<file path="src/hdl/abr_stream_settings.svh">
//======================================================================
// Widths, depths, SRAM latency and AXI4-Lite register map macros
//======================================================================
`ifndef ABR_STREAM_SETTINGS_SVH
`define ABR_STREAM_SETTINGS_SVH

// SRAM word width, also the width written into the latency buffer
`define ABR_WR_WIDTH   128
// Width of one output sample
`define ABR_RD_WIDTH   64
// SRAM depth in words and the address and run count widths it implies
`define ABR_SRAM_WORDS 64
`define ABR_SRAM_AW    ($clog2(`ABR_SRAM_WORDS))
`define ABR_CNT_W      ($clog2(`ABR_SRAM_WORDS) + 1)
// Cycles from a read request to its data
`define ABR_SRAM_LAT   3
// Buffer size in bits, enough for one write, one read and the read latency
`define ABR_BUF_DEPTH  384

// AXI4-Lite address and data widths
`define ABR_AXIL_AW    12
`define ABR_AXIL_DW    32
// Number of 32-bit lanes in one SRAM word, as a select width
`define ABR_LANE_W     ($clog2(`ABR_WR_WIDTH / `ABR_AXIL_DW))

// Register offsets and the start of the SRAM write window
`define ABR_REG_CTRL   12'h000
`define ABR_REG_BASE   12'h004
`define ABR_REG_COUNT  12'h008
`define ABR_REG_STATUS 12'h00C
`define ABR_SRAM_WIN   12'h400

`endif

</file>
<file path="src/hdl/abr_stream_pkg.sv">
//======================================================================
// AXI4-Lite channel structs, SRAM access structs and the run setup type
//======================================================================
`include "abr_stream_settings.svh"

package abr_stream_pkg;

  // Everything the AXI4-Lite master drives
  typedef struct packed {
    logic                    awvalid;
    logic [`ABR_AXIL_AW-1:0] awaddr;
    logic                    wvalid;
    logic [`ABR_AXIL_DW-1:0] wdata;
    logic [`ABR_AXIL_DW/8-1:0] wstrb;
    logic                    bready;
    logic                    arvalid;
    logic [`ABR_AXIL_AW-1:0] araddr;
    logic                    rready;
  } abr_axil_req_t;

  // Everything the AXI4-Lite slave drives back
  typedef struct packed {
    logic                    awready;
    logic                    wready;
    logic                    bvalid;
    logic [1:0]              bresp;
    logic                    arready;
    logic                    rvalid;
    logic [`ABR_AXIL_DW-1:0] rdata;
    logic [1:0]              rresp;
  } abr_axil_rsp_t;

  // One 32-bit lane write into an SRAM word
  typedef struct packed {
    logic                    en;
    logic [`ABR_SRAM_AW-1:0] addr;
    logic [`ABR_LANE_W-1:0]  lane;
    logic [`ABR_AXIL_DW-1:0] data;
  } abr_sram_wr_t;

  // Full-word read request
  typedef struct packed {
    logic                    en;
    logic [`ABR_SRAM_AW-1:0] addr;
  } abr_sram_rd_t;

  // First word and number of words of a run
  typedef struct packed {
    logic [`ABR_SRAM_AW-1:0] base;
    logic [`ABR_CNT_W-1:0]   count;
  } abr_run_cfg_t;

endpackage

</file>
<file path="src/hdl/abr_sram_rd_seq.sv">
//======================================================================
// SRAM read sequencer with buffer credits and run tracking
//======================================================================
`timescale 1ns/10ps
`include "abr_stream_settings.svh"

module abr_sram_rd_seq (
  input  logic                         clk,
  input  logic                         rst_b,
  input  abr_stream_pkg::abr_run_cfg_t run_cfg_i,
  input  logic                         start_i,
  input  logic                         zeroize_i,
  input  logic                         out_valid_i,
  output abr_stream_pkg::abr_sram_rd_t sram_rd_o,
  output logic                         busy_o,
  output logic                         done_o
);

  // Samples produced by each SRAM word
  localparam int SPW = `ABR_WR_WIDTH / `ABR_RD_WIDTH;
  localparam int SMP_W = `ABR_CNT_W + $clog2(SPW);
  localparam int CRD_W = $clog2(`ABR_BUF_DEPTH) + 1;
  localparam logic [CRD_W-1:0] CRD_FULL = CRD_W'(`ABR_BUF_DEPTH);
  localparam logic [CRD_W-1:0] CRD_WR = CRD_W'(`ABR_WR_WIDTH);
  localparam logic [CRD_W-1:0] CRD_RD = CRD_W'(`ABR_RD_WIDTH);

  logic                    busy_q;
  logic [`ABR_SRAM_AW-1:0] addr_q;
  logic [`ABR_CNT_W-1:0]   words_q;
  logic [SMP_W-1:0]        samples_q;
  logic [CRD_W-1:0]        credit_q;
  logic [CRD_W-1:0]        credit_d;
  logic                    issue;
  logic                    start_go;

  // A read is only sent once a whole word of space is reserved
  always_comb issue = busy_q & (words_q != '0) & (credit_q >= CRD_WR) & ~zeroize_i;
  // Start while busy, or with an empty run, does nothing
  always_comb start_go = start_i & ~busy_q & (run_cfg_i.count != '0);
  // Final sample of the run
  always_comb done_o = busy_q & out_valid_i & (samples_q == SMP_W'(1));
  always_comb busy_o = busy_q & ~done_o;

  // Credit goes down by a word on issue and up by a sample on each output
  always_comb begin
    credit_d = credit_q;
    if (issue) begin
      credit_d = credit_d - CRD_WR;
    end
    if (out_valid_i) begin
      credit_d = credit_d + CRD_RD;
    end
  end

  always_ff @(posedge clk or negedge rst_b) begin
    if (!rst_b) begin
      busy_q    <= 1'b0;
      addr_q    <= '0;
      words_q   <= '0;
      samples_q <= '0;
      credit_q  <= CRD_FULL;
    end else if (zeroize_i) begin
      // Buffer is emptied at the same time, so all space comes back
      busy_q    <= 1'b0;
      addr_q    <= '0;
      words_q   <= '0;
      samples_q <= '0;
      credit_q  <= CRD_FULL;
    end else begin
      credit_q <= credit_d;
      if (start_go) begin
        busy_q    <= 1'b1;
        addr_q    <= run_cfg_i.base;
        words_q   <= run_cfg_i.count;
        samples_q <= SMP_W'(run_cfg_i.count * SPW);
      end else begin
        // Address wraps at the top of the SRAM
        if (issue) begin
          addr_q  <= addr_q + 1'b1;
          words_q <= words_q - 1'b1;
        end
        if (busy_q & out_valid_i) begin
          samples_q <= samples_q - 1'b1;
        end
        if (done_o) begin
          busy_q <= 1'b0;
        end
      end
    end
  end

  always_comb begin
    sram_rd_o.en   = issue;
    sram_rd_o.addr = addr_q;
  end

endmodule

</file>
<file path="config.mk">
export PLATFORM = sky130hd
export DESIGN_NAME = abr_sram_rd_seq
export DESIGN_NICKNAME = d
export VERILOG_FILES = /design/src/hdl/abr_stream_pkg.sv /design/src/hdl/abr_sram_rd_seq.sv
export VERILOG_INCLUDE_DIRS = /design/src /design/src/hdl
export SDC_FILE = /design/constraint.sdc
export NUM_CORES = 1
export LEC_CHECK = 0
export CAP_MARGIN = 25
export CELL_PAD_IN_SITES_DETAIL_PLACEMENT = 1
export CELL_PAD_IN_SITES_GLOBAL_PLACEMENT = 1
export CORE_MARGIN = 2
export CORE_UTILIZATION = 45
export CTS_CLUSTER_DIAMETER = 60
export DETAILED_ROUTE_END_ITERATION = 10
export DONT_BUFFER_PORTS = 1
export GPL_TIMING_DRIVEN = 0
export PLACE_DENSITY = 0.72
export SYNTH_ARGS = -nofsm -noshare
export SYNTH_HDL_FRONTEND = slang
export SYNTH_SLANG_ARGS = --single-unit
</file>
<file path="constraint.sdc">
create_clock -name clk -period 2.6 [get_ports clk]
set_input_delay 0.13 -clock clk [delete_from_list [all_inputs] [get_ports clk]]
set_output_delay 0.13 -clock clk [all_outputs]
set_load 0.05 [all_outputs]
</file>
==> run_results.csv <==
group,metric,value,unit
drt,vias,1327,
layout,nets,212,
critical_path,r2r-start,"words_q[3]",
worst_hold_path,hold_path_depth,2,
critical_path,crit_slowest_cell,"or4_4",
clock_network,ctsResizeCount,0,
floorplan,start_util,0.4702,
placement,port_buffers,0,
logic_synthesis,synth_simple_gate_area_frac,0.1828,
clock_network,cts_buffer_depth,2,
logic_synthesis,synth_edf_count,0,
logic_synthesis,ys_seq_elements,26,
layout,syn2layout_area_growth,13.77,%
critical_path,worst_r2r_path_depth,7,
clock_network,clockRootBuffer,"clkbuf_4",
logic_synthesis,synth_adder_area_share,0.05538,
drt,wl_per_cell,18.97,um
critical_path,ff2ff_setup_slack,560,ps
logic_synthesis,synth_largest_area_cell,"dfrtp_1",
critical_path,crit_chain,"or4_4 -> o211a_1 -> xnor2_1 -> ha_1 -> nand2_1 -> xnor2_1 -> nand2_1",
logic_synthesis,synth_seq_area_share,0.4130,
clock_network,cts_sinks,26,
global_route,grt_max_degree,27,
floorplan,rows,21,
global_route,antenna_found_initial,0,
clock_network,htreeDepth,1,
timing,max_freq,489.4,MHz
logic_synthesis,synth_nets,196,
drt,routed_wl,4401,um
logic_synthesis,synth-compound-area-share,0.1598,
drt,viasPerCell,5.720,
logic_synthesis,synth_top_area_share,0.3797,
logic_synthesis,synth_area,1582,sq um
layout,fin_util,0.5350,
critical_path,critPathKind,"register to register",
worst_hold_path,hold_path.class,"input pin to register",
logic_synthesis,synth_top_family_by_area,"simple AND/OR/NAND/NOR gates",
placement,place_congestion,0.7892,
timing,rsz0062_at_grt,"no",
timing,hold_viol,0,
timing,period_share,0.7859,
critical_path,endpoint_kind,"register",
pwr,irDropWorstVdd,268.6,uV
pwr,p_leak,0.0007507,uW
worst_hold_path,worst_hold_path.endpoint,"words_q[1]",
pwr,p_per_area,581.4,nW/um^2
clock_network,clk_pin_slew,150,ps
timing,period_minus_slack,2043,ps
critical_path,critPathMaxStageDelay,580,ps
floorplan,ios,27,
critical_path,rr_endpoint,"credit_q[8]",
drt,route.detailed.drc,0,
critical_path,arrival,2320,ps
global_route,first_global_vias,1461,
logic_synthesis,synth_commonest_cells,"dfrtp_1, nand2_1, nor2_1",
timing,max_slew_margin,0.5815,
floorplan,design.core.area,3363,sq um
logic_synthesis,synth-xor-area-share,0.1108,
clock_network,cts_tree,"done",
timing,finalMaxSlewViolations,0,
floorplan,die_y,63.29,um
floorplan,die-area,4005,sq um
timing,setup_viol,0,
outcome,status,"finished clean",
timing,finalSetupTns,0,ps
logic_synthesis,synthTopCellsByArea,"dfrtp_1, xnor2_1, ha_1",
timing,holdWs,25.32,ps
logic_synthesis,synthArstFlopShare,1.000,
logic_synthesis,syn_avg_cell_area,9.249,sq um
critical_path,worstPathRequired,2880,ps
layout,n_fill_cell,415,
clock_network,cts_buffers,3,
critical_path,worstSetupStartpointType,"register",
global_route,grt_usage,0.2357,
critical_path,crit_fanout,6,
logic_synthesis,yosysUniqueCellTypes,38,
layout,antenna_cells,0,
worst_hold_path,worstHoldStart,"run_cfg_i[1]",
logic_synthesis,yosysWarnings,0,
global_route,grt_pass1_wl,7176,um
clock_network,clock_latency,340,ps
job,maxCapViolCount,0,
pwr,total_power,1046,uW
drt,antenna_left,0,
drt,drtIter0Drc,43,
timing,fin_skew,4.707,ps
layout,drive_gt1_frac,0.09140,
global_route,grt-ovfl-total,0,
logic_synthesis,synth-main-ff-cell,"dfrtp_1",
logic_synthesis,muxShareOfSynthArea,0.03165,
drt,first_pass_iters,4,
placement,dp_hpwl,3226,um
timing,worst_slew_pin_slew,619.3,ps
floorplan,fp.dieW,63.29,um
logic_synthesis,syn_inst,171,
logic_synthesis,yosysMostFrequentCell,"dfrtp_1",
-- layout make-up --
type | count | area (sq um) | share of cell area
Buffer | 8 | 43.79 | 0.02434
Clock buffer | 4 | 36.28 | 0.02017
Inverter | 8 | 30.03 | 0.01669
Multi-Input combinational cell | 129 | 860.8 | 0.4784
Sequential cell | 26 | 653.1 | 0.3630
Tap cell | 46 | 57.56 | 0.03199
Timing Repair Buffer | 11 | 117.6 | 0.06537
-- layout by cell type (no fill, tap or decap), drive strengths merged, types with 8 or more instances in the layout --
| cell | instances |
|---|---|
| dfrtp | 24 |
| nand2 | 20 |
| nor2 | 16 |
| xnor2 | 12 |
| a21oi | 12 |
| dlygate4sd3 | 9 |
| inv | 8 |
| xor2 | 8 |
| clkbuf | 8 |
-- worst max-delay path, delay by kind of cell (launching register included) --
family,cells,cell delay (ps)
flip-flops,1,480
adder cells (fa/ha/maj),1,160
XOR/XNOR,2,340
AO/OA/AOI/OAI,1,300
AND/OR/NAND/NOR,3,710
-- logic make-up after synthesis --
| family | Yosys count |
|---|---|
| buffers and inverters | 16 |
| and+or+nand+nor | 60 |
| muxes | 5 |
| xor gates and xnor gates | 20 |
| AOI/OAI and AO/OA | 37 |
| adders and majority gates | 7 |
| DFF | 26 |
-- registers in the layout, summed over array words and instances (netlist names) --
name / cells
words_q: 7
addr_q: 6
busy_q: 1
samples_q: 8
credit_q: 4
-- routing by layer --
layer	track usage	up-vias	wire length [um]
li1	-	628	-
met1	0.3069	669	1953
met2	0.4082	23	2292
met3	0.02500	7	96
met4	0.08152	0	59
met5	0	-	0
-- per-stage QoR --
step	cells	setup WS (ps)	instance area, sq um
floorplan	171	274.2	1582
global placement	217	149.5	1639
detailed placement	218	580.7	1653
CTS	231	562.1	1789
global route	232	432.6	1799
finish	232	556.8	1799
-- worst max-delay path by stage --
stage	from	endpoint	slack, ps	cells after the start
after CTS	words_q[3]	sram_rd_o[6]	560	3
final	words_q[3]	credit_q[8]	560	7
after global placement	samples_q[4]	done_o	150	3
after global routing	words_q[3]	credit_q[8]	430	7
after floorplan	samples_q[4]	done_o	270	3
after detailed placement	words_q[3]	credit_q[8]	580	7
-- where the power goes --
part	total, uW	internal [uW]	switching [uW]
sequential	534	450	83.1
clock	218	85.9	132
combinational	295	126	168
total	1050	663	383
-- what timing repair did --
item                                   CTS  global route
endpoints found under the hold margin   33             1
hold buffers                             9             1
setup buffers                            0             0
(Power assumes the default switching activity.)
