## config.mk

```make
export PLATFORM = sky130hd
export DESIGN_NAME = abr_stream_csr
export DESIGN_NICKNAME = d
export VERILOG_FILES = /design/src/hdl/abr_stream_pkg.sv /design/src/hdl/abr_stream_csr.sv
export VERILOG_INCLUDE_DIRS = /design/src /design/src/hdl
export SDC_FILE = /design/constraint.sdc
export NUM_CORES = 1
export LEC_CHECK = 0
export BUFFER_PORTS_ARGS = -buffer_cell sky130_fd_sc_hd__buf_2
export CORE_MARGIN = 5
export CORE_UTILIZATION = 25
export DETAILED_ROUTE_END_ITERATION = 7
export GPL_TIMING_DRIVEN = 1
export HOLD_SLACK_MARGIN = 0.15
export PLACE_DENSITY_LB_ADDON = 0.15
export SLEW_MARGIN = 20
export SYNTH_ARGS = -nofsm -noshare
export SYNTH_HDL_FRONTEND = slang
export SYNTH_SLANG_ARGS = --single-unit
```

## constraint.sdc

```tcl
create_clock -name clk -period 5.98 [get_ports clk]
set_input_delay 0.299 -clock clk [delete_from_list [all_inputs] [get_ports clk]]
set_output_delay 0.299 -clock clk [all_outputs]
set_load 0.005 [all_outputs]
```

## src/hdl/abr_stream_settings.svh

```systemverilog
//======================================================================
// Widths, depths, SRAM latency and AXI4-Lite register map macros
//======================================================================
`ifndef ABR_STREAM_SETTINGS_SVH
`define ABR_STREAM_SETTINGS_SVH

// SRAM word width, also the width written into the latency buffer
`define ABR_WR_WIDTH   128
// Width of one output sample
`define ABR_RD_WIDTH   64
// SRAM depth in words and the address and run count widths it implies
`define ABR_SRAM_WORDS 64
`define ABR_SRAM_AW    ($clog2(`ABR_SRAM_WORDS))
`define ABR_CNT_W      ($clog2(`ABR_SRAM_WORDS) + 1)
// Cycles from a read request to its data
`define ABR_SRAM_LAT   3
// Buffer size in bits, enough for one write, one read and the read latency
`define ABR_BUF_DEPTH  384

// AXI4-Lite address and data widths
`define ABR_AXIL_AW    12
`define ABR_AXIL_DW    32
// Number of 32-bit lanes in one SRAM word, as a select width
`define ABR_LANE_W     ($clog2(`ABR_WR_WIDTH / `ABR_AXIL_DW))

// Register offsets and the start of the SRAM write window
`define ABR_REG_CTRL   12'h000
`define ABR_REG_BASE   12'h004
`define ABR_REG_COUNT  12'h008
`define ABR_REG_STATUS 12'h00C
`define ABR_SRAM_WIN   12'h400

`endif

```

## src/hdl/abr_stream_pkg.sv

```systemverilog
//======================================================================
// AXI4-Lite channel structs, SRAM access structs and the run setup type
//======================================================================
`include "abr_stream_settings.svh"

package abr_stream_pkg;

  // Everything the AXI4-Lite master drives
  typedef struct packed {
    logic                    awvalid;
    logic [`ABR_AXIL_AW-1:0] awaddr;
    logic                    wvalid;
    logic [`ABR_AXIL_DW-1:0] wdata;
    logic [`ABR_AXIL_DW/8-1:0] wstrb;
    logic                    bready;
    logic                    arvalid;
    logic [`ABR_AXIL_AW-1:0] araddr;
    logic                    rready;
  } abr_axil_req_t;

  // Everything the AXI4-Lite slave drives back
  typedef struct packed {
    logic                    awready;
    logic                    wready;
    logic                    bvalid;
    logic [1:0]              bresp;
    logic                    arready;
    logic                    rvalid;
    logic [`ABR_AXIL_DW-1:0] rdata;
    logic [1:0]              rresp;
  } abr_axil_rsp_t;

  // One 32-bit lane write into an SRAM word
  typedef struct packed {
    logic                    en;
    logic [`ABR_SRAM_AW-1:0] addr;
    logic [`ABR_LANE_W-1:0]  lane;
    logic [`ABR_AXIL_DW-1:0] data;
  } abr_sram_wr_t;

  // Full-word read request
  typedef struct packed {
    logic                    en;
    logic [`ABR_SRAM_AW-1:0] addr;
  } abr_sram_rd_t;

  // First word and number of words of a run
  typedef struct packed {
    logic [`ABR_SRAM_AW-1:0] base;
    logic [`ABR_CNT_W-1:0]   count;
  } abr_run_cfg_t;

endpackage

```

## src/hdl/abr_stream_csr.sv

```systemverilog
//======================================================================
// AXI4-Lite slave with control, status and the SRAM write window
//======================================================================
`timescale 1ns/10ps
`include "abr_stream_settings.svh"

module abr_stream_csr (
  input  logic                          clk,
  input  logic                          rst_b,
  input  abr_stream_pkg::abr_axil_req_t axil_req_i,
  output abr_stream_pkg::abr_axil_rsp_t axil_rsp_o,
  input  logic                          busy_i,
  input  logic                          done_i,
  output abr_stream_pkg::abr_run_cfg_t  run_cfg_o,
  output logic                          start_o,
  output logic                          zeroize_o,
  output abr_stream_pkg::abr_sram_wr_t  sram_wr_o
);

  // The window spans the whole SRAM, so its size sets the decode boundary
  localparam int WIN_LSB = $clog2(`ABR_SRAM_WORDS * `ABR_WR_WIDTH / 8);
  localparam logic [`ABR_AXIL_AW-1:0] WIN_BASE = `ABR_SRAM_WIN;
  localparam int BYTE_LSB = $clog2(`ABR_AXIL_DW / 8);
  localparam int WORD_LSB = $clog2(`ABR_WR_WIDTH / 8);

  logic                    rsp_pending;
  logic                    wr_both;
  logic                    wr_fire;
  logic                    rd_fire;
  logic                    win_hit;
  logic                    bvalid_q;
  logic                    rvalid_q;
  logic [`ABR_AXIL_DW-1:0] rdata_d;
  logic [`ABR_AXIL_DW-1:0] rdata_q;
  logic [`ABR_SRAM_AW-1:0] base_q;
  logic [`ABR_CNT_W-1:0]   count_q;
  logic                    done_q;
  logic                    start_q;
  logic                    zeroize_q;
  logic                    wr_en_q;
  logic [`ABR_SRAM_AW-1:0] wr_addr_q;
  logic [`ABR_LANE_W-1:0]  wr_lane_q;
  logic [`ABR_AXIL_DW-1:0] wr_data_q;

  // Any outstanding B or R blocks every new request
  always_comb rsp_pending = bvalid_q | rvalid_q;
  // AW and W are only taken as a pair
  always_comb wr_both = axil_req_i.awvalid & axil_req_i.wvalid;
  always_comb wr_fire = wr_both & ~rsp_pending;
  // Writes win when a read arrives in the same cycle
  always_comb rd_fire = axil_req_i.arvalid & ~rsp_pending & ~wr_both;
  always_comb win_hit = axil_req_i.awaddr[`ABR_AXIL_AW-1:WIN_LSB] ==
                        WIN_BASE[`ABR_AXIL_AW-1:WIN_LSB];

  always_ff @(posedge clk or negedge rst_b) begin
    if (!rst_b) begin
      bvalid_q <= 1'b0;
      rvalid_q <= 1'b0;
    end else begin
      // Response held until the master takes it
      if (wr_fire) begin
        bvalid_q <= 1'b1;
      end else if (axil_req_i.bready) begin
        bvalid_q <= 1'b0;
      end
      if (rd_fire) begin
        rvalid_q <= 1'b1;
      end else if (axil_req_i.rready) begin
        rvalid_q <= 1'b0;
      end
    end
  end

  // Register writes, CTRL pulses and SRAM lane strobes
  always_ff @(posedge clk or negedge rst_b) begin
    if (!rst_b) begin
      base_q    <= '0;
      count_q   <= '0;
      start_q   <= 1'b0;
      zeroize_q <= 1'b0;
      wr_en_q   <= 1'b0;
      done_q    <= 1'b0;
    end else begin
      start_q   <= 1'b0;
      zeroize_q <= 1'b0;
      // Partial window writes would corrupt a lane, so they are dropped
      wr_en_q   <= wr_fire & win_hit & (&axil_req_i.wstrb);
      if (wr_fire & axil_req_i.wstrb[0]) begin
        case (axil_req_i.awaddr)
          `ABR_REG_CTRL: begin
            start_q   <= axil_req_i.wdata[0];
            zeroize_q <= axil_req_i.wdata[1];
          end
          `ABR_REG_BASE:  base_q  <= axil_req_i.wdata[`ABR_SRAM_AW-1:0];
          `ABR_REG_COUNT: count_q <= axil_req_i.wdata[`ABR_CNT_W-1:0];
          default: ;
        endcase
      end
      // Sticky done, a new start clears it
      if (done_i) begin
        done_q <= 1'b1;
      end else if (start_q) begin
        done_q <= 1'b0;
      end
    end
  end

  // Lane write payload follows the strobe in the same cycle
  always_ff @(posedge clk) begin
    if (wr_fire) begin
      wr_addr_q <= axil_req_i.awaddr[WORD_LSB +: `ABR_SRAM_AW];
      wr_lane_q <= axil_req_i.awaddr[BYTE_LSB +: `ABR_LANE_W];
      wr_data_q <= axil_req_i.wdata;
    end
  end

  // Read mux, window and unmapped offsets give zero
  always_comb begin
    rdata_d = '0;
    case (axil_req_i.araddr)
      `ABR_REG_BASE:   rdata_d[`ABR_SRAM_AW-1:0] = base_q;
      `ABR_REG_COUNT:  rdata_d[`ABR_CNT_W-1:0] = count_q;
      `ABR_REG_STATUS: rdata_d[1:0] = {done_q, busy_i};
      default: ;
    endcase
  end

  always_ff @(posedge clk) begin
    if (rd_fire) begin
      rdata_q <= rdata_d;
    end
  end

  always_comb begin
    axil_rsp_o.awready = axil_req_i.wvalid & ~rsp_pending;
    axil_rsp_o.wready  = axil_req_i.awvalid & ~rsp_pending;
    axil_rsp_o.bvalid  = bvalid_q;
    axil_rsp_o.bresp   = 2'b00;
    axil_rsp_o.arready = ~rsp_pending & ~wr_both;
    axil_rsp_o.rvalid  = rvalid_q;
    axil_rsp_o.rdata   = rdata_q;
    axil_rsp_o.rresp   = 2'b00;
  end

  always_comb begin
    run_cfg_o.base  = base_q;
    run_cfg_o.count = count_q;
    sram_wr_o.en    = wr_en_q;
    sram_wr_o.addr  = wr_addr_q;
    sram_wr_o.lane  = wr_lane_q;
    sram_wr_o.data  = wr_data_q;
  end
  always_comb start_o   = start_q;
  always_comb zeroize_o = zeroize_q;

endmodule

```

==> out/results.ini, run 1 <==
[worst_setup_path]
cp.arrival_ns = 2.72
path_class = flip-flop to flip-flop
worst-path-max-fanout = 44
slowest_stage = and4bb_4
path_cells = and4bb_4 -> nand3_4 -> nor4b_4 -> mux2_2
critPathMaxStageDelay_ns = 0.82
crit_required_ns = 6.19
endpoint_kind = flip-flop
start_kind = flip-flop

[global_routing]
overflow = 0
grt_pass1_vias = 1984
grt.total_usage_pct = 10.5
grt_start_max_net_pins = 45
antenna_found_initial = 1
grt_pass1_wl_um = 10300

[logic_synthesis]
ys_types = 21
ys_ff_latch = 66
synth.area.mux_share_pct = 6.41
synth_warnings = 0
synth_fa_ha_area_share_pct = 0
synth_compound_area_share_pct = 2.85
syn-instance-count = 163
netlist_area_um2 = 2640
synth_edf_count = 47
synth_area_per_cell_um2 = 16.2
yosys.area.top_type = edfxtp_1
synth_xor_area_share_pct = 0
yosys.area_share.simple_pct = 9.35
synth-main-ff-cell = edfxtp_1
synth_area_leaders = edfxtp_1, dfrtp_1, buf_4
yosysSeqAreaShare_pct = 71.6
async_flop_share_pct = 28.8
synth_top_family_by_area = buffers and inverters
yosysTopAreaCellShare_pct = 53.5

[sta]
period_share_pct = 42.0
rsz0062_at_grt = no
slew_headroom_pct = 52.7
period_needed_ns = 2.51
worst_pin_slew_ns = 0.709
worst_slack_ns = 3.47
finalSetupViolations = 0
finalHoldViolCount = 0
finClkSkew_ns = 0.00900
hold_slack_ns = 0.179
fmax_mhz = 398
setup_tns_ns = 0
slew_violations = 0

[die]
die_w_um = 113
dieHeight_um = 113
core-area_um2 = 10300
std_cell_rows = 37
initial_utilization_pct = 25.5
die_area_um2 = 12700
ios = 166

[placement]
dp_hpwl_um = 5030
gp_congestion = 0.713
port_buffers = 136
dpl_cell_area_um2 = 3350
dp_slack_ns = 3.45

[outcome]
status = finished clean

[layout]
areaGrowthSynthToFinish_pct = 45.9
post-route-cell-area_um2 = 3850
n_fill_cell = 1016
diodes = 0
final_layout_size_suffix_gt1_share_pct = 49.4
nets = 406

[route]
wl_met2_um = 3170
vias_per_cell = 3.88
final_antenna_net_count = 0
via_count = 1854
m1WireLength_um = 2740
drtIter0Drc = 61
drc_errors = 0
top_layer = met5
first_pass_iters = 4
drt_wl_total_um = 6840
wl_met3_um = 812
drt-wirelength-per-cell_um = 14.3

[power]
power.density_nw_per_um2 = 256
ir_drop_v = 0.0000972
finalPower_mw = 0.985
leakagePower_nw = 1.75

[clocking]
cts_root_buf = clkbuf_8
cts_tree = yes
clockBufferDepth = 2
clock_latency_ns = 0.33
cts_resized = 0
cts.sinks = 66
cts_buffers = 9
clk_pin_slew_ns = 0.07
htree_levels = 3
post_cts_buffers = 0

[run]
drv_cap = 0

[min_path]
worst_hold_path_type = input port to flip-flop

## what timing repair did
action,CTS,global route
hold buffers,31,0
setup endpoints to repair,0,0
hold endpoints to repair,49,0
## state kept, by name, indices dropped and copies added (netlist names)
name       count
base_q         6
bvalid_q       1
count_q        7
done_q         1
rdata_q        7
rvalid_q       1
start_o        1
wr_addr_q      6
wr_data_q     32
wr_en_q        1
wr_lane_q      2
zeroize_o      1
## final cells by class
type	instances	area (µm²)	share of cell area [%]
Clock buffer	10	128	3.32
Clock inverter	6	57.6	1.50
Inverter	4	15.0	0.390
Multi-Input combinational cell	89	599	15.6
Sequential cell	66	1890	49.0
Tap cell	136	170	4.42
Timing Repair Buffer	167	991	25.8
## stage by stage
step | std cells | util (%)
floorplan | 191 | -
global placement | 431 | 32.5
detailed placement | 431 | 32.5
CTS | 478 | 37.3
global route | 478 | 37.3
finish | 478 | 37.3
## where the power goes
part	switching, mW	internal, mW	total (mW)
clock network	0.164	0.189	0.353
registers	0.00691	0.519	0.526
logic	0.0537	0.0529	0.107
total	0.224	0.761	0.985
## placed cells by master (no fill, tap or decap), drive strengths merged, types with 2 or more instances in the layout
cell           n
nor2          11
nor2b          3
clkbuf        10
conb          29
nand3          3
inv            4
nor4           5
edfxtp        47
a21o           3
buf          136
dlygate4sd3   31
and2           5
a22oi          6
clkinv         3
nand2          4
clkinvlp       2
dfrtp         19
mux2          15
## worst max-delay path: cells and delay by family (launching register included)
| kind | cells | cell delay (ns) |
|---|---|---|
| DFF | 1 | 0.42 |
| muxes | 1 | 0.41 |
| and+or+nand+nor | 3 | 1.54 |
## layer usage
| metal | global-route usage (%) | vias up |
|---|---|---|
| met5 | 0 | - |
| met4 | 3.85 | 2 |
| met3 | 4.97 | 9 |
| met2 | 17.2 | 105 |
| met1 | 12.0 | 858 |
| li1 | - | 880 |
## final timing paths
path	from	to	slack (ns)	cells after the start
min in group asynchronous	rst_b	bvalid_q	0.45	2
worst min register to register	done_q	done_q	0.47	1
worst min-delay path	axil_req_i[22]	wr_data_q[3]	0.18	1
worst max register to register	bvalid_q	count_q[5]	3.47	4
worst max-delay path	bvalid_q	count_q[5]	3.47	4
max in group asynchronous	rst_b	wr_en_q	5.20	2
## cells by family (layout without fill, tap and decap cells)
| family | count (synthesis) | in the layout |
|---|---|---|
| DFF | 66 | 66 |
| buffers and inverters | 36 | 187 |
| and+or+nand+nor | 35 | 35 |
| muxes | 15 | 15 |
| AOI/OAI and AO/OA | 10 | 10 |
| other | 1 | 29 |
## synthesized netlist by cell type, types with 2 or more instances
| cell type | n |
|---|---|
| a21o_1 | 3 |
| a22oi_1 | 6 |
| and2_1 | 5 |
| buf_4 | 32 |
| dfrtp_1 | 19 |
| edfxtp_1 | 47 |
| inv_1 | 4 |
| mux2_2 | 15 |
| nand2_1 | 4 |
| nand3_1 | 2 |
| nor2_1 | 11 |
| nor2b_1 | 3 |
| nor4_1 | 3 |
| nor4_4 | 2 |
No activity file was read; power rests on OpenSTA's default activity.
==> run 2, diff against run 1 <==
==> constraint.sdc (replaced) <==
create_clock -name clk -period 2.05 [get_ports clk]
set_input_delay 0.1025 -clock clk [delete_from_list [all_inputs] [get_ports clk]]
set_output_delay 0.1025 -clock clk [all_outputs]
set_load 0.005 [all_outputs]
==> run 2 against run 1 <==
Sequential cell count unchanged. Highest routed layer is now met4. Non-clock buffer count rose by 21. Utilization is 1.9 points higher. Global-route usage up 0.27 points. Final cell count up 4.4%. Sequential share of layout area fell by 2.4 points. Clock power grew to 2.9 times the previous value. First-iteration DRC count shrank 6.6%. Power rose to 2.9 times the previous value. Largest cell class unchanged. Clock skew down 0.0025 ns.
==> out/results.ini, run 2 (synthesis results as in run 1) <==
[layout]
diodes = 0
largest_reg_flops = 32
post-route-cell-area_um2 = 4050
fin_cells = 499
multiInputGateArea_um2 = 599
reg_top3 = wr_data_q x32, count_q x7, rdata_q x7
areaGrowthSynthToFinish_pct = 53.4
top_register = wr_data_q
nets = 427
fin_util_pct = 39.2
final_cell_mix = buf_2, dlygate4sd3_1, edfxtp_1
final_layout_size_suffix_gt1_share_pct = 47.4
n_fill_cell = 1004
ff_latch_area_um2 = 1890
final_common_cell = buf_2

[route]
drt-wirelength-per-cell_um = 13.8
drc_errors = 0
first_pass_iters = 4
drt_wl_total_um = 6900
vias_per_cell = 3.85
final_antenna_net_count = 0
via_count = 1920
drtIter0Drc = 57

[clocking]
clockBufferDepth = 2
cts.sinks = 66
cts_tree = yes
clk_pin_slew_ns = 0.07
cts_root_buf = clkbuf_8
htree_levels = 3
cts_buffers = 9
clock_latency_ns = 0.33

[sta]
fmax_mhz = 528
slew_headroom_pct = 66.0
period_share_pct = 92.3
period_needed_ns = 1.89
rsz0062_at_grt = no
slew_violations = 0
finClkSkew_ns = 0.00648
worst_pin_slew_ns = 0.510
finalSetupViolations = 0
finalHoldViolCount = 0
setup_tns_ns = 0

[worst_setup_path]
worst_r2r_path_depth = 5
crit_top_cell = nor4_4
cp.arrival_ns = 2.11
critPathMaxStageDelay_ns = 0.53
start_kind = input port
crit_required_ns = 2.27
r2r-end = count_q[1]
path_cells = dlygate4sd3_1 -> buf_2 -> nor4_4 -> nand2_1 -> nor4_4 -> mux2_2
path_buf_inv = 2
worst-path-max-fanout = 6
path_class = input port to flip-flop
crit_family = simple AND/OR/NAND/NOR gates
worstReg2RegStart = bvalid_q
slowest_stage = dlygate4sd3_1
ff2ff_setup_slack_ns = 0.24
endpoint_kind = flip-flop

[placement]
dp_cells = 434
dpl_cell_area_um2 = 3370
gp_congestion = 0.699
dp_hpwl_um = 5190
port_buffers = 136

[die]
die_w_um = 113
core-area_um2 = 10300
ios = 166
die_area_um2 = 12700
initial_utilization_pct = 25.5
dieHeight_um = 113
std_cell_rows = 37

[power]
leakagePower_nw = 1.84
finalPower_mw = 2.89
switching_share_pct = 22.1
ir_drop_v = 0.000235
clkPwrFrac_pct = 35.1
p_seq_share_pct = 53.1
combPwrFrac_pct = 11.9
internal_power_mw = 2.25
p_switching_mw = 0.639
power.density_nw_per_um2 = 714

[min_path]
hold_end = start_o
min-delay-start = axil_req_i[53]
min_path_cells = 5
worst_hold_path_type = input port to flip-flop

[global_routing]
grt_start_max_net_pins = 44
grt_pass1_vias = 2044
overflow = 0
grt_pass1_wl_um = 10500
grt.total_usage_pct = 10.8
antenna_found_initial = 0

[run]
drv_cap = 0

[outcome]
status = finished clean

## run 2: changes by cell type in the layout (fill, tap and decap cells not counted), sizes merged
cell,change
dlygate4sd3,+17
buf,+4
clkinvlp,-2
clkbuf,+2
## run 2: layout make-up
| type | instances | share of cell area (%) |
|---|---|---|
| inverter | 4 | 0.371 |
| clock inverter | 4 | 1.08 |
| multi-input combinational | 89 | 14.8 |
| sequential | 66 | 46.6 |
| timing repair buffer | 188 | 29.5 |
| tap | 136 | 4.21 |
| clock buffer | 12 | 3.34 |
## run 2: repair_timing
action | in CTS | in global routing
endpoints found under the hold margin | 80 | 0
hold buffers | 48 | 0
setup endpoints to repair | 0 | 9
gates resized for setup | 0 | 1
buffers inserted | 0 | 1
## run 2: stage by stage
stage                     setup WS (ns)  hold slack (ns)
after floorplan                 -0.0905           -0.193
after global routing             0.0144            0.213
after global placement            0.174           0.0742
after CTS                        0.0367            0.184
after detailed placement         0.0897           0.0823
final                             0.157            0.202
## run 2: worst reg2reg max path, stage by stage (launching register included)
cell	delay, ns
dfrtp_1	0.41
and4bb_4	0.39
nand3_4	0.10
nor4b_4	0.25
buf_4	0.20
mux2_2	0.34
## run 2: how the worst max path moves through the flow
stage            endpoint            from  cells past startpoint  slack, ns
2_1_floorplan  count_q[0]        bvalid_q                      4      -0.09
3_3_place_gp    zeroize_o        bvalid_q                      5       0.17
3_5_place_dp    zeroize_o        bvalid_q                      5       0.09
4_1_cts        count_q[3]  axil_req_i[59]                      6       0.04
5_1_grt         base_q[2]  axil_req_i[59]                      6       0.01
6_report        base_q[1]  axil_req_i[59]                      6       0.16
## run 2: power groups by stage
stage / registers (mW) / logic (mW) / clock network [mW]
2_1_floorplan: 1.57 / 0.131 / 0
3_3_place_gp: 1.56 / 0.276 / 0
3_5_place_dp: 1.56 / 0.278 / 0
4_1_cts: 1.53 / 0.349 / 1.06
5_1_grt: 1.54 / 0.383 / 1.11
6_report: 1.53 / 0.342 / 1.01
## run 2: routing by layer
metal	vias up	wire (µm)	GRT usage, %
li1	919	-	-
met1	885	2750	12.8
met2	105	3250	17.4
met3	11	767	4.12
met4	0	125	4.81
met5	-	0	0
