===== src/hdl/abr_rd_lat_buffer.sv =====
//======================================================================
// Pre-allocated read latency buffer, wide words in, narrow samples out
//======================================================================
`timescale 1ns/10ps

module abr_rd_lat_buffer #(
  parameter int WR_WIDTH     = 128,
  parameter int RD_WIDTH     = 64,
  parameter int BUFFER_DEPTH = WR_WIDTH + RD_WIDTH
) (
  input  logic                clk,
  input  logic                rst_b,
  input  logic                zeroize,
  input  logic                data_valid_i,
  input  logic [WR_WIDTH-1:0] data_i,
  output logic                data_valid_o,
  output logic [RD_WIDTH-1:0] data_o
);

  // One extra bit so a completely full buffer is representable
  localparam int PTR_W = $clog2(BUFFER_DEPTH) + 1;
  localparam logic [PTR_W-1:0] RD_STEP = PTR_W'(RD_WIDTH);
  localparam logic [PTR_W-1:0] WR_STEP = PTR_W'(WR_WIDTH);

  logic                    buf_rd;
  logic                    buf_wr;
  logic [BUFFER_DEPTH-1:0] buf_q;
  logic [BUFFER_DEPTH-1:0] buf_d;
  logic [BUFFER_DEPTH-1:0] buf_kept;
  logic [BUFFER_DEPTH-1:0] wr_bits;
  logic [PTR_W-1:0]        wr_ptr;
  logic [PTR_W-1:0]        wr_pos;
  logic [PTR_W-1:0]        wr_ptr_d;

  // Bit 0 of the buffer is always the oldest held bit
  // A sample leaves whenever a full sample is held
  always_comb buf_rd = wr_ptr >= RD_STEP;
  // Space was reserved upstream, so incoming words are always taken
  always_comb buf_wr = data_valid_i;

  // When a sample leaves in the same cycle the new word lands one sample lower
  always_comb begin
    wr_pos   = buf_rd ? wr_ptr - RD_STEP : wr_ptr;
    wr_ptr_d = buf_wr ? wr_pos + WR_STEP : wr_pos;
  end

  always_comb begin
    buf_kept = buf_rd ? (buf_q >> RD_WIDTH) : buf_q;
    // Bits above the fill level are zero, so OR-ing places the word
    wr_bits  = buf_wr ? (BUFFER_DEPTH'(data_i) << wr_pos) : '0;
    buf_d    = buf_kept | wr_bits;
  end

  always_ff @(posedge clk or negedge rst_b) begin
    if (!rst_b) begin
      buf_q  <= '0;
      wr_ptr <= '0;
    end else if (zeroize) begin
      buf_q  <= '0;
      wr_ptr <= '0;
    end else if (buf_rd | buf_wr) begin
      buf_q  <= buf_d;
      wr_ptr <= wr_ptr_d;
    end
  end

  // Nothing leaves in the zeroize cycle
  always_comb data_valid_o = buf_rd & ~zeroize;
  always_comb data_o = buf_q[RD_WIDTH-1:0];

endmodule


===== config.mk =====
export PLATFORM = sky130hd
export DESIGN_NAME = abr_rd_lat_buffer
export DESIGN_NICKNAME = d
export VERILOG_FILES = /design/src/hdl/abr_rd_lat_buffer.sv
export SDC_FILE = /design/constraint.sdc
export NUM_CORES = 1
export LEC_CHECK = 0
export BUFFER_PORTS_ARGS = -buffer_cell sky130_fd_sc_hd__buf_2
export CAP_MARGIN = 20
export CORE_ASPECT_RATIO = 1.1
export CORE_MARGIN = 3
export CORE_UTILIZATION = 50
export DETAILED_ROUTE_END_ITERATION = 8
export PLACE_DENSITY = 0.76
export REMOVE_ABC_BUFFERS = 1
export SLEW_MARGIN = 25
export SYNTH_ARGS = -nofsm -noshare
export SYNTH_HDL_FRONTEND = slang
export SYNTH_SLANG_ARGS = --single-unit

===== constraint.sdc =====
create_clock -name clk -period 2 [get_ports clk]
set_input_delay 0 -clock clk [delete_from_list [all_inputs] [get_ports clk]]
set_output_delay 0 -clock clk [all_outputs]
set_load 0.01 [all_outputs]

==> results.txt, run 1 <==
At the end of the flow, the number of nets in the layout was 1,369. The clock passes through at most 2 buffers. The mux contribution to synthesized area is between 10% and 20%. The vias per cell is 6.15.

The routed wirelength normalized by instance count is 21.7 um. The top flip-flop cell by instance count after synthesis is dfrtp_1. The worst setup slack before clock tree synthesis came out at -0.0649 ns. The post-route netlist has 32.8% of its cells at a drive strength greater than 1. The area fraction in compound gates after synthesis is about a fifth. The worst setup path is of the register to register kind.

After synthesis, the largest family of logic cells by area is compound AO/OA/AOI/OAI gates. The filler cell count is roughly 1,300. In this run the most critical hold path is launched from data_valid_i.

The checks that failed: negative setup slack. After synthesis the netlist holds a flip-flop and latch count of approximately 200. The total detailed-routing wirelength is between 30 and 40 mm. The synthesized netlist cell count came out at approximately 960. The required time of the critical path came out at 2.34 ns. The placeable core area came out at 19,300 um2. For met1 alone, demand over resource in global routing was between 30% and 40%. The iteration count of the initial detailed-routing pass is 6. After synthesis, flip-flops and latches occupy about half of the total area. The routability congestion estimate from global placement is 0.780. The final setup violation count is 7. In the routed design, unresolved DRC markers number 0. The setup slack of the critical path after layout came out at -0.0337 ns. The share of synthesized cell area in and, or, nand and nor gates came out at 7.05%. The nature of the critical path endpoint is a register. The highest net fanout along the worst path came out at 48. The number of pins with negative max-slew slack in the final report came out at 0. The via count of the first global-routing pass is 9,415.

The count of maximum capacitance violations is 0. The worst setup path is launched from a register. The area of all placed cells without fillers came out at 13,800 um2.

The number of sinks driven by the clock tree came out at 195. The detailed placement HPWL came out at 16.9 mm. The share of the clock period used by the worst path after layout came out at 102%. The beginning of the critical path is wr_ptr[6].

The layer with the highest usage after global routing is met2. The final antenna-violating net count came out at 0. Setup repair after global routing could not meet its margin everywhere. In this run the tightest slew margin relative to its limit is 59.5%. In the global route stage, met3 resource usage came out at between 4 and 5%. The arrival time of data at the critical path endpoint came out at 2.38 ns. For this design the top-level I/O count stands at 197. The utilization after layout came out at 71.4%. The synthesized netlist devotes less than 1% of its cell area to XOR and XNOR gates. The global-route total usage across every layer is 27.5%. After clock tree synthesis, the clock-pin slew on the worst setup and hold paths is approximately 0.070 ns.

The first global-routing pass estimated roughly 48 mm of wire. The startpoint identified for the worst register-to-register timing path is wr_ptr[6]. The static leakage is 6.40 nW. From synthesis to final layout, the design area changed by 38.7%. In the final layout, the multi-input gates occupy roughly 4500 um2. Yosys printed 0 warnings.

The worst-skew pair later-pin latency came out at around 0.43 ns. For the pin with the worst max-slew slack, the measured transition is 0.607 ns. The level count of the clock H-tree came out at 4. The class of the most critical hold timing path is input pin to register. In this run, CTS created clock tree buffers numbering 17. Summing the areas of all fa, ha and maj instances in the mapped netlist gives 0.252% of the synthesized area. The maximum resistive drop on vdd is approximately 0.0009 V. The routed layout has 9,210 vias. The number of distinct library cells after synthesis is 31. Leaving out filler cells and counting taps, the final layout contains 1,497. The number of flops mapped to enable cells by yosys came out at 0. The die area is between 20,000 and 25,000 um2. The total number of placement rows came out at 53. The initial utilization of the core area, before any placement, comes to 51.5%. The mapped cell area is 9940 um2. Counting flops with an async set or reset pin after synthesis yields a share of 100%. The die boundary width is 140 um.

The register cell area after layout is between 4000 and 5000 um2. The vertical die dimension came out at 154 um. The cell at the root of the clock tree is clkbuf_16.

Dividing the synthesized area by the synthesized cell count gives roughly 10 um2. The remaining global-route overflow came out at 0. Hold timing on the final database bottoms out at a slack of about 0.16 ns. Leaving out fill and tap cells, the most frequent cells in the layout are 194 x dfrtp_1, 194 x buf_2, 130 x dlygate4sd3_1. The shortest clock period the worst path allows after layout came out at 2.03 ns. The number of antenna violations at the first check in global routing is 1. The setup skew after layout came out at about 0.0093 ns. Power spread over the standard cell area amounts to about 1600 nW/um2. TritonCTS built the clock tree. The cell count after placement is 1,307. Entering global routing, the biggest net connects 71 pins. The port buffer count came out at 196. The met2 global-route usage is 45.4%. The final-report hold violation count is 0. The total cell area at the placement stage is around 11,000 um2.

The DRC violation total after the first TritonRoute iteration is 817. The flow ran to the end, but the final reports show violations. Static timing analysis puts the maximum clock frequency at 0.492 GHz.
[logic make-up (layout without fill, tap and decap cells)]
family | after synthesis | after routing
compound gates | 326 | 326
flops | 195 | 195
simple gates | 158 | 158
buf+inv | 153 | 437
mux | 128 | 128
fa+ha+maj | 2 | 2
xor+xnor | 2 | 2
other cells | 0 | 2
[area by class of cell]
class | count | share of cell area (%)
Antenna cell | 2 | 0.0363
Clock buffer | 21 | 3.41
Clock inverter | 11 | 1.26
Inverter | 4 | 0.109
Multi-Input combinational cell | 616 | 32.7
Sequential cell | 195 | 35.4
Tap cell | 247 | 2.24
Timing Repair Buffer | 401 | 24.9
[where the power goes]
part           leakage (nW)  internal, mW  switching, mW
clock                 0.318          2.21           1.51
combinational          3.42          5.85           6.23
sequential             2.66          5.12          0.750
total                  6.40          13.2           8.49
[worst max-delay path: stages (launching register included)]
cell and delay, ns:
dfrtp_2 0.45, buf_4 0.15, or4_4 0.60, nor2_8 0.18, buf_12 0.25, a22oi_1 0.14
o21ai_1 0.14
[per-layer routing]
metal	vias up	wire length, um
li1	4009	-
met1	4477	12400
met2	590	15800
met3	134	2760
met4	0	1500
met5	-	0
[worst paths after layout]
| check | endpoint | slack (ns) | cells after the start |
|---|---|---|---|
| max in group asynchronous | buf_q[172] | 1.16 | 3 |
| hold / removal | buf_q[36] | 0.16 | 3 |
| min in group asynchronous | buf_q[80] | 0.17 | 2 |
| setup reg to reg | buf_q[105] | -0.03 | 6 |
| setup / recovery | buf_q[105] | -0.03 | 6 |
| hold reg to reg | buf_q[158] | 0.48 | 2 |
[synth_stat cells, drive strengths merged, types with 2 or more instances]
master    n  area, um2
dfrtp   195       4880
o21ai   131        663
a22oi   112        841
buf     112        793
nor2     68        274
a31oi    64        400
mux2     64        721
mux2i    64        641
nand2    49        184
clkbuf   37        139
a21oi    17       85.1
and3     16        100
nand3    16       80.1
inv       4       15.0
nor3      3       15.0
ha        2       25.0
nor3b     2       15.0
[sequential cells by signal, indices dropped and copies added, names as in the netlist]
register,count
buf_q,192
wr_ptr,3
[per-stage QoR]
| step | TNS (ns) | power (mW) |
|---|---|---|
| 2_1_floorplan | -784.54 | 9.67 |
| 3_3_place_gp | 0 | 14.6 |
| 3_5_place_dp | -2.21 | 14.8 |
| 4_1_cts | -0.121 | 19.2 |
| 5_1_grt | -1.69 | 22.6 |
| 6_report | -0.0629 | 21.7 |
[timing repair]
action / CTS / global route
pin swaps: 1 / 18
endpoints found under the setup margin: 80 / 193
endpoints found under the hold margin: 258 / 0
cloned: 2 / 13
gates resized for setup: 4 / 76
hold buffers: 130 / 0
buffers inserted: 2 / 10
(Power assumes the default switching activity.)
==> inputs of run 2 (changes only) <==
--- a/config.mk
+++ b/config.mk
@@ -6,7 +6,6 @@
 export NUM_CORES = 1
 export LEC_CHECK = 0
 export BUFFER_PORTS_ARGS = -buffer_cell sky130_fd_sc_hd__buf_2
-export CAP_MARGIN = 20
 export CORE_ASPECT_RATIO = 1.1
 export CORE_MARGIN = 3
 export CORE_UTILIZATION = 50
@@ -17,3 +16,4 @@
 export SYNTH_ARGS = -nofsm -noshare
 export SYNTH_HDL_FRONTEND = slang
 export SYNTH_SLANG_ARGS = --single-unit
+export TNS_END_PERCENT = 50
==> run 2 against run 1 <==
- the run still ends with negative setup slack left
- via count down 0.54%
- combinational power about the same
- setup slack worse by 0.0089 ns
- die area unchanged
- maximum frequency down 0.44%
- critical path depth up 1
- cell area down 0.81%
- critical endpoint is now data_valid_o
- largest power group unchanged
- highest routed layer unchanged
==> results.txt, run 2 (synthesis results as in run 1) <==
The buffers plus inverters on the worst setup path came out at 5 (was 2). The largest register by flop count is buf_q (unchanged). The worst-skew pair later-pin latency is 0.44 ns (was 0.43 ns).

The final-stage net count is 1,365 (was 1,369). The filler cell count came out at 1,318 (was 1,296). The arrival time of data at the critical path endpoint is 2.04 ns (was 2.38 ns). The level count of the clock H-tree is 4 (unchanged).

The maximum resistive drop on vdd came to 0.00100 V (was 0.000916 V). Status: complete, but fails checks (unchanged). The maximum buffer depth of the clock tree is 2 (unchanged). The vertical die dimension is 154 um (unchanged).

The wire length of the first global-routing pass came out at 47.9 mm (unchanged). The type of the worst setup path is register to output port (was register to register). The setup skew after layout came out at 0.0103 ns (was 0.00933 ns). The total number of placement rows was 53 (unchanged). The nature of the critical path endpoint is an output port (was register). The clock tree from TritonCTS was done (unchanged). CP Cell Sequence: buf_6, nor4_4, buf_6, buf_12, nor2_4, buf_12, buf_6 (was buf_4, or4_4, nor2_8, buf_12, a22oi_1, o21ai_1).

The placeable core area is 19,300 um2 (unchanged). The final-report hold violation count is 0 (unchanged). The maximum number of pins on one net before global-route repair came out at 71 (unchanged). Counting stages on the worst path, the most repeated cell is buf_6. Setup repair after global routing missed its margin: yes (unchanged). The final setup violation count came out at 10 (was 7). The maximum frequency from static timing analysis was 0.490 GHz (was 0.492 GHz). The power per cell area is 1570 nW/um2 (about the same).

The number of pins with negative max-slew slack in the final report is 0 (unchanged). The static leakage was 6.35 nW (was 6.40 nW). The detailed placement HPWL came out at 16.9 mm (unchanged).

The required time of the critical path was 2.00 ns (was 2.34 ns). The cell count after placement is 1,307 (unchanged). The via count of the first global-routing pass is 9,416 (was 9,415).

The final routed DRC violation total came out at 0 (unchanged). The accumulated negative setup slack is -0.184 ns (was -0.0629 ns). The routed wirelength normalized by instance count came out at 21.7 um (about the same).

The count of maximum capacitance violations is 0 (unchanged). Most frequent cells in the layout: 194 x dfrtp_1, 194 x buf_2, 130 x dlygate4sd3_1 (unchanged). The flip-flop count of the largest register, all copies and words added is 192 (unchanged). The cell at the root of the clock tree is clkbuf_16 (unchanged).

The final antenna-violating net count came out at 0 (unchanged). The number of primary I/O pins is 197 (unchanged). The layer with the highest usage after global routing is met2 (unchanged). The total detailed-routing wirelength came out at 32.4 mm (about the same).

The register-to-register setup slack came out at -0.02 ns (was -0.03 ns). The register clock-pin slew on the reported worst setup and hold paths came out at 0.07 ns (about the same). The shortest clock period the worst path allows after layout is 2.04 ns (was 2.03 ns). The met2 global-route usage is 45.4% (unchanged). The worst slew slack as a fraction of its limit is 59.0% (was 59.5%). The die boundary width is 140 um (unchanged). The number of vias after detailed routing was 9,160 (was 9,210). Top flop regs: buf_q (192), wr_ptr (3) (unchanged). The number of sinks driven by the clock tree was 195 (unchanged). The proportion of layout cells with a drive suffix above 1 came out at 32.1% (was 32.8%). The vias per cell is 6.14 (was 6.15).

The slowest library cell on the worst path is dfrtp_2 (was or4_4). The highest net fanout along the worst path is 7 (was 48). The met1 global-route usage came out at 34.9% (unchanged). The area taken by multi-input logic gates was 4440 um2 (was 4500 um2). The class of the most critical hold timing path is input pin to register (unchanged). The register cell area after layout is 4880 um2 (unchanged). The remaining global-route overflow came out at 0 (unchanged). The critical path's largest stage delay came out at 0.45 ns (was 0.60 ns). The number of CTS-inserted buffers is 17 (unchanged).

The global routing usage on met3 came out at 4.76% (unchanged). The DRC violation total after the first TritonRoute iteration is 787 (was 817). The startpoint type of the worst setup path was a register (unchanged). The global-route total usage across every layer was 27.5% (unchanged). The routability congestion estimate from global placement is 0.780 (unchanged). The share of the clock period used by the worst path after layout came out at 102% (about the same). The setup slack of the critical path after layout came out at -0.0426 ns (was -0.0337 ns).

The port buffer count was 196 (unchanged). The transition at the pin with the smallest max-transition slack came out at 0.616 ns (was 0.607 ns). The kind of cell adding the most delay to the critical path was buffers and inverters (was simple AND/OR/NAND/NOR gates). The count of placed standard cells in the final layout, fillers left out is 1,492 (was 1,497). The die area came out at 21,600 um2 (unchanged).

Violations in the final reports: negative setup slack (unchanged). The iteration count of the initial detailed-routing pass came out at 5 (was 6). The number of antenna violations at the first check in global routing was 1 (unchanged). The growth of design area from synthesis to finish was 37.5% (was 38.7%). The initial standard-cell utilization of the core came to 51.5% (unchanged).
==> run 2: cell types whose count changed in the layout (fill, tap and decap cells not counted), moves of 2 or more <==
| cell | previous run | this run |
|---|---|---|
| buf_6 | 9 | 7 |
| mux2_4 | 27 | 24 |
| o21ai_2 | 6 | 2 |
| a31oi_1 | 53 | 57 |
| a31oi_2 | 8 | 6 |
| mux2_2 | 37 | 40 |
| o21ai_1 | 58 | 61 |
| a31oi_4 | 3 | 1 |
==> run 2: stage by stage <==
| stage | worst slack (ns) | total power, mW | util, % | hold WS, ns | instance area (um2) |
|---|---|---|---|---|---|
| final | -0.0426 | 21.4 | 70.8 | 0.152 | 13700 |
| after global routing | -0.117 | 22.3 | 70.8 | 0.149 | 13700 |
| after CTS | -0.0194 | 19.2 | 67.7 | 0.119 | 13100 |
| after detailed placement | -0.0649 | 14.8 | 57.1 | 0.0581 | 11000 |
| after global placement | 0.00327 | 14.6 | 57.1 | 0.0560 | 11000 |
| after floorplan | -6.25 | 9.67 | - | -0.296 | 9010 |
==> run 2: worst reg2reg max path, delay by kind of cell (launching register included) <==
family / cells / cell delay (ns)
flip-flops: 1 / 0.45
buffers and inverters: 5 / 0.82
AND/OR/NAND/NOR: 2 / 0.39
AO/OA/AOI/OAI: 2 / 0.26
==> run 2: worst paths after layout <==
check | start | endpoint | cells past startpoint
max | wr_ptr[6] | data_valid_o | 7
min | data_valid_i | buf_q[36] | 3
max reg2reg | wr_ptr[6] | buf_q[113] | 9
min reg2reg | buf_q[188] | buf_q[188] | 2
max in group asynchronous | rst_b | buf_q[172] | 3
min in group asynchronous | rst_b | buf_q[80] | 2
==> run 2: timing repair <==
item,in CTS,in global routing
hold buffers,130,0
endpoints found under the hold margin,258,0
buffers inserted,2,8
pin swaps,2,27
resized for setup,4,63
setup endpoints to repair,80,193
gates cloned,2,11
==> run 2: report_power, final <==
part | switching (mW) | total, mW | internal (mW)
combinational | 6.12 | 11.8 | 5.68
clock | 1.54 | 3.74 | 2.21
sequential | 0.757 | 5.88 | 5.12
==> run 2: cell type report <==
cell class / count / share of cell area, %
Timing Repair Buffer: 397 / 24.7
Multi-Input combinational cell: 616 / 32.5
Clock inverter: 11 / 1.27
Inverter: 4 / 0.110
Antenna cell: 1 / 0.0183
Clock buffer: 21 / 3.44
Sequential cell: 195 / 35.7
Tap cell: 247 / 2.26
==> run 2: metal layers <==
layer	vias to the layer above	wire length, um
li1	4010	-
met1	4480	12700
met2	557	15900
met3	113	2470
met4	0	1340
met5	-	0
==> inputs of run 3 (changes only) <==
==> constraint.sdc (replaced) <==
create_clock -name clk -period 2 [get_ports clk]
set_input_delay 0.1 -clock clk [delete_from_list [all_inputs] [get_ports clk]]
set_output_delay 0.1 -clock clk [all_outputs]
set_load 0.01 [all_outputs]
==> run 3 against run 2 <==
- the run still ends with negative setup slack left
- power up 7.5%
- via count up 5.3%
- critical path depth up 4
- setup slack worse by 0.32 ns
- sequential cell count unchanged
- cell count up 1.4%
- clock skew up 0.0073 ns
- global-route usage up 1.8 points
==> results.txt, run 3 (synthesis results as in run 1) <==
The setup skew after layout is 0.0176 ns (was 0.0103 ns). The sequential share of power is 25.9% (was 27.4%). The iteration count of the initial detailed-routing pass is 6 (was 5). The buffers plus inverters on the worst setup path is 7 (was 5).

The worst setup slack before clock tree synthesis is -0.117 ns (was -0.0649 ns). The internal power contribution is 13.8 mW (was 13.0 mW). The port buffer count is 196 (unchanged). The number of cells traversed by the worst hold path is 3 (unchanged).

The detailed placement HPWL came out at 17.2 mm (was 16.9 mm). The wire length on met1 is 13.4 mm (was 12.7 mm). The destination of the worst register-to-register timing path is buf_q[111] (was buf_q[113]). The final-report hold violation count came to 0 (unchanged). The shortest clock period the worst path allows after layout came out at 2.36 ns (was 2.04 ns). The switching power as a share of total power came out at 40.1% (was 39.3%). The kind of cell adding the most delay to the critical path is buffers and inverters (unchanged).

The power per cell area is 1600 nW/um2 (was 1570 nW/um2). The placeable core area is 19,300 um2 (unchanged). The number of CTS-inserted buffers came to 17 (unchanged).

The type of the worst setup path was register to register (was register to output port). The die area is 21,600 um2 (unchanged). The hold path startpoint was data_i[121] (was data_valid_i). The number of primary I/O pins came to 197 (unchanged). The accumulated negative setup slack came out at -32.77 ns (was -0.184 ns). The filler cell count is 1,165 (was 1,318). The maximum number of pins on one net before global-route repair came out at 60 (was 71). The class of the most critical hold timing path is input pin to register (unchanged). The DRC violation total after the first TritonRoute iteration is 1,145 (was 787). Violations in the final reports: negative setup slack (unchanged). The nature of the critical path endpoint is a register (was output port).

The number of vias after detailed routing came out at 9,642 (was 9,160). The flip-flop count of the largest register, all copies and words added came to 192 (unchanged). Status: complete, but fails checks (unchanged). The arrival time of data at the critical path endpoint came out at 2.63 ns (was 2.04 ns). The static leakage is 6.66 nW (was 6.35 nW). The total number of placement rows came out at 53 (unchanged).

The vertical die dimension was 154 um (unchanged). CP Cell Sequence: buf_6, buf_6, buf_6, nor4_4, buf_6, buf_12, nor2_4, buf_8, buf_12, a22oi_2, o21ai_1 (was buf_6, nor4_4, buf_6, buf_12, nor2_4, buf_12, buf_6). The proportion of layout cells with a drive suffix above 1 is 38.5% (was 32.1%). The depth of the most critical reg-to-reg path came out at 11 (was 9). The maximum buffer depth of the clock tree came to 2 (unchanged).

The final routed DRC violation total came to 0 (unchanged). The capture endpoint of the worst hold path is buf_q[121] (was buf_q[36]). The global-route total usage across every layer came to 29.3% (was 27.5%). The net load switching power came out at 9.23 mW (was 8.41 mW). The maximum frequency from static timing analysis came out at 0.424 GHz (was 0.490 GHz). The final setup violation count came out at 190 (was 10). The final antenna-violating net count is 0 (unchanged). The routed length on met3 came out at 3.04 mm (was 2.47 mm). The maximum resistive drop on vdd came to 0.00105 V (was 0.00100 V).

The largest register by flop count is buf_q (unchanged). The setup slack of the critical path after layout came out at -0.358 ns (was -0.0426 ns). The level count of the clock H-tree came to 4 (unchanged). Most frequent cells in the layout: 194 x dfrtp_1, 194 x buf_2, 125 x dlygate4sd3_1 (was 194 x dfrtp_1, 194 x buf_2, 130 x dlygate4sd3_1). The growth of design area from synthesis to finish came out at 45.0% (was 37.5%). The routability congestion estimate from global placement came out at 0.788 (was 0.780). The number of sinks driven by the clock tree is 195 (unchanged). The worst-skew pair later-pin latency is 0.44 ns (about the same).

The register-to-register setup slack came out at -0.36 ns (was -0.02 ns). Top flop regs: buf_q (192), wr_ptr (3) (unchanged). The routed wirelength normalized by instance count came out at 24.0 um (was 21.7 um). The vias per cell came out at 6.37 (was 6.14).

The length of routed met2 wiring came out at 18.0 mm (was 15.9 mm). Setup repair after global routing missed its margin: yes (unchanged). The via count of the first global-routing pass is 9,944 (was 9,416). The count of maximum capacitance violations is 0 (unchanged).

The source of the worst register-to-register timing path is wr_ptr[7] (was wr_ptr[6]). The wire length of the first global-routing pass was 50.9 mm (was 47.9 mm). The number of antenna violations at the first check in global routing is 0 (was 1). The remaining global-route overflow came out at 0 (unchanged). The most numerous cell on the critical path was buf_6 (unchanged). The highest routed metal layer was met4 (unchanged). The clock network fraction of total power came out at 16.8% (was 17.5%).

The worst slew slack as a fraction of its limit is 61.7% (was 59.0%). The logic gate share of total power is 57.3% (was 55.1%). The share of the clock period used by the worst path after layout is 118% (was 102%).

The highest net fanout along the worst path was 7 (unchanged). The number of pins with negative max-slew slack in the final report is 0 (unchanged). The final-stage net count came to 1,387 (was 1,365). The initial standard-cell utilization of the core was 51.5% (unchanged).

The startpoint type of the worst setup path was a register (unchanged). The final hold slack came to 0.00874 ns (was 0.152 ns). The transition at the pin with the smallest max-transition slack is 0.574 ns (was 0.616 ns). The slowest library cell on the worst path is dfrtp_1 (was dfrtp_2). The number of diodes came out at 0 (was 1). The cell at the root of the clock tree is clkbuf_16 (unchanged). The die boundary width is 140 um (unchanged). The register clock-pin slew on the reported worst setup and hold paths came out at 0.07 ns (about the same). The clock tree from TritonCTS was done (unchanged). The total detailed-routing wirelength came out at 36.3 mm (was 32.4 mm). The critical path's largest stage delay came out at 0.42 ns (was 0.45 ns). The required time of the critical path is 2.27 ns (was 2.00 ns).
[run 3: what timing repair did]
| action | 4_1_cts | 5_1_grt |
|---|---|---|
| endpoints found under the setup margin | 153 | 192 |
| resized for setup | 61 | 190 |
| buffers inserted | 13 | 21 |
| pin swaps | 4 | 88 |
| hold endpoints to repair | 206 | 0 |
| cloned | 7 | 6 |
| hold buffers | 125 | 0 |
[run 3: power by group through the flow]
stage          Clock, mW  Sequential (mW)  Combinational, mW
2_1_floorplan          0             5.67               4.00
3_3_place_gp           0             5.80               8.94
3_5_place_dp           0             5.84               9.13
4_1_cts             3.84             5.80               10.7
5_1_grt             4.00             6.07               13.8
6_report            3.86             5.96               13.2
[run 3: worst min-delay path, stage by stage]
cell and delay (ns):
buf_2 0.10, mux2i_1 0.06, o21ai_1 0.13
[run 3: per-layer routing]
layer  GRT usage, %  vias to the layer above
li1               -                     4051
met1           35.1                     4741
met2           49.1                      661
met3           6.72                      189
met4           15.5                        0
met5              0                        -
[run 3: stage by stage]
stage	util [%]	total power, mW	area, um2	cells
4_1_cts	69.8	20.3	13500	1487
3_3_place_gp	57.2	14.7	11000	1311
6_report	74.7	23.0	14400	1513
3_5_place_dp	57.2	15.0	11000	1311
5_1_grt	74.7	23.8	14400	1513
2_1_floorplan	-	9.67	9010	815
[run 3: final cells by class]
| type | instances | area [um2] | area share (%) |
|---|---|---|---|
| clock buffers | 19 | 433 | 3.01 |
| inverters | 4 | 15.0 | 0.104 |
| flip-flops and latches | 195 | 4880 | 33.9 |
| well taps | 247 | 309 | 2.15 |
| multi-input cells | 616 | 4880 | 33.9 |
| clock inverters | 13 | 220 | 1.53 |
| repair buffers | 419 | 3670 | 25.5 |
[run 3: how the worst max path moves through the flow]
stage | startpoint | end | slack (ns) | depth (start not counted)
2_1_floorplan | wr_ptr[6] | buf_q[64] | -6.25 | 5
3_3_place_gp | wr_ptr[7] | buf_q[78] | 0.0003 | 7
3_5_place_dp | wr_ptr[7] | buf_q[123] | -0.12 | 7
4_1_cts | wr_ptr[6] | data_valid_o | -0.11 | 8
5_1_grt | wr_ptr[7] | buf_q[111] | -0.41 | 11
6_report | wr_ptr[7] | buf_q[111] | -0.36 | 11
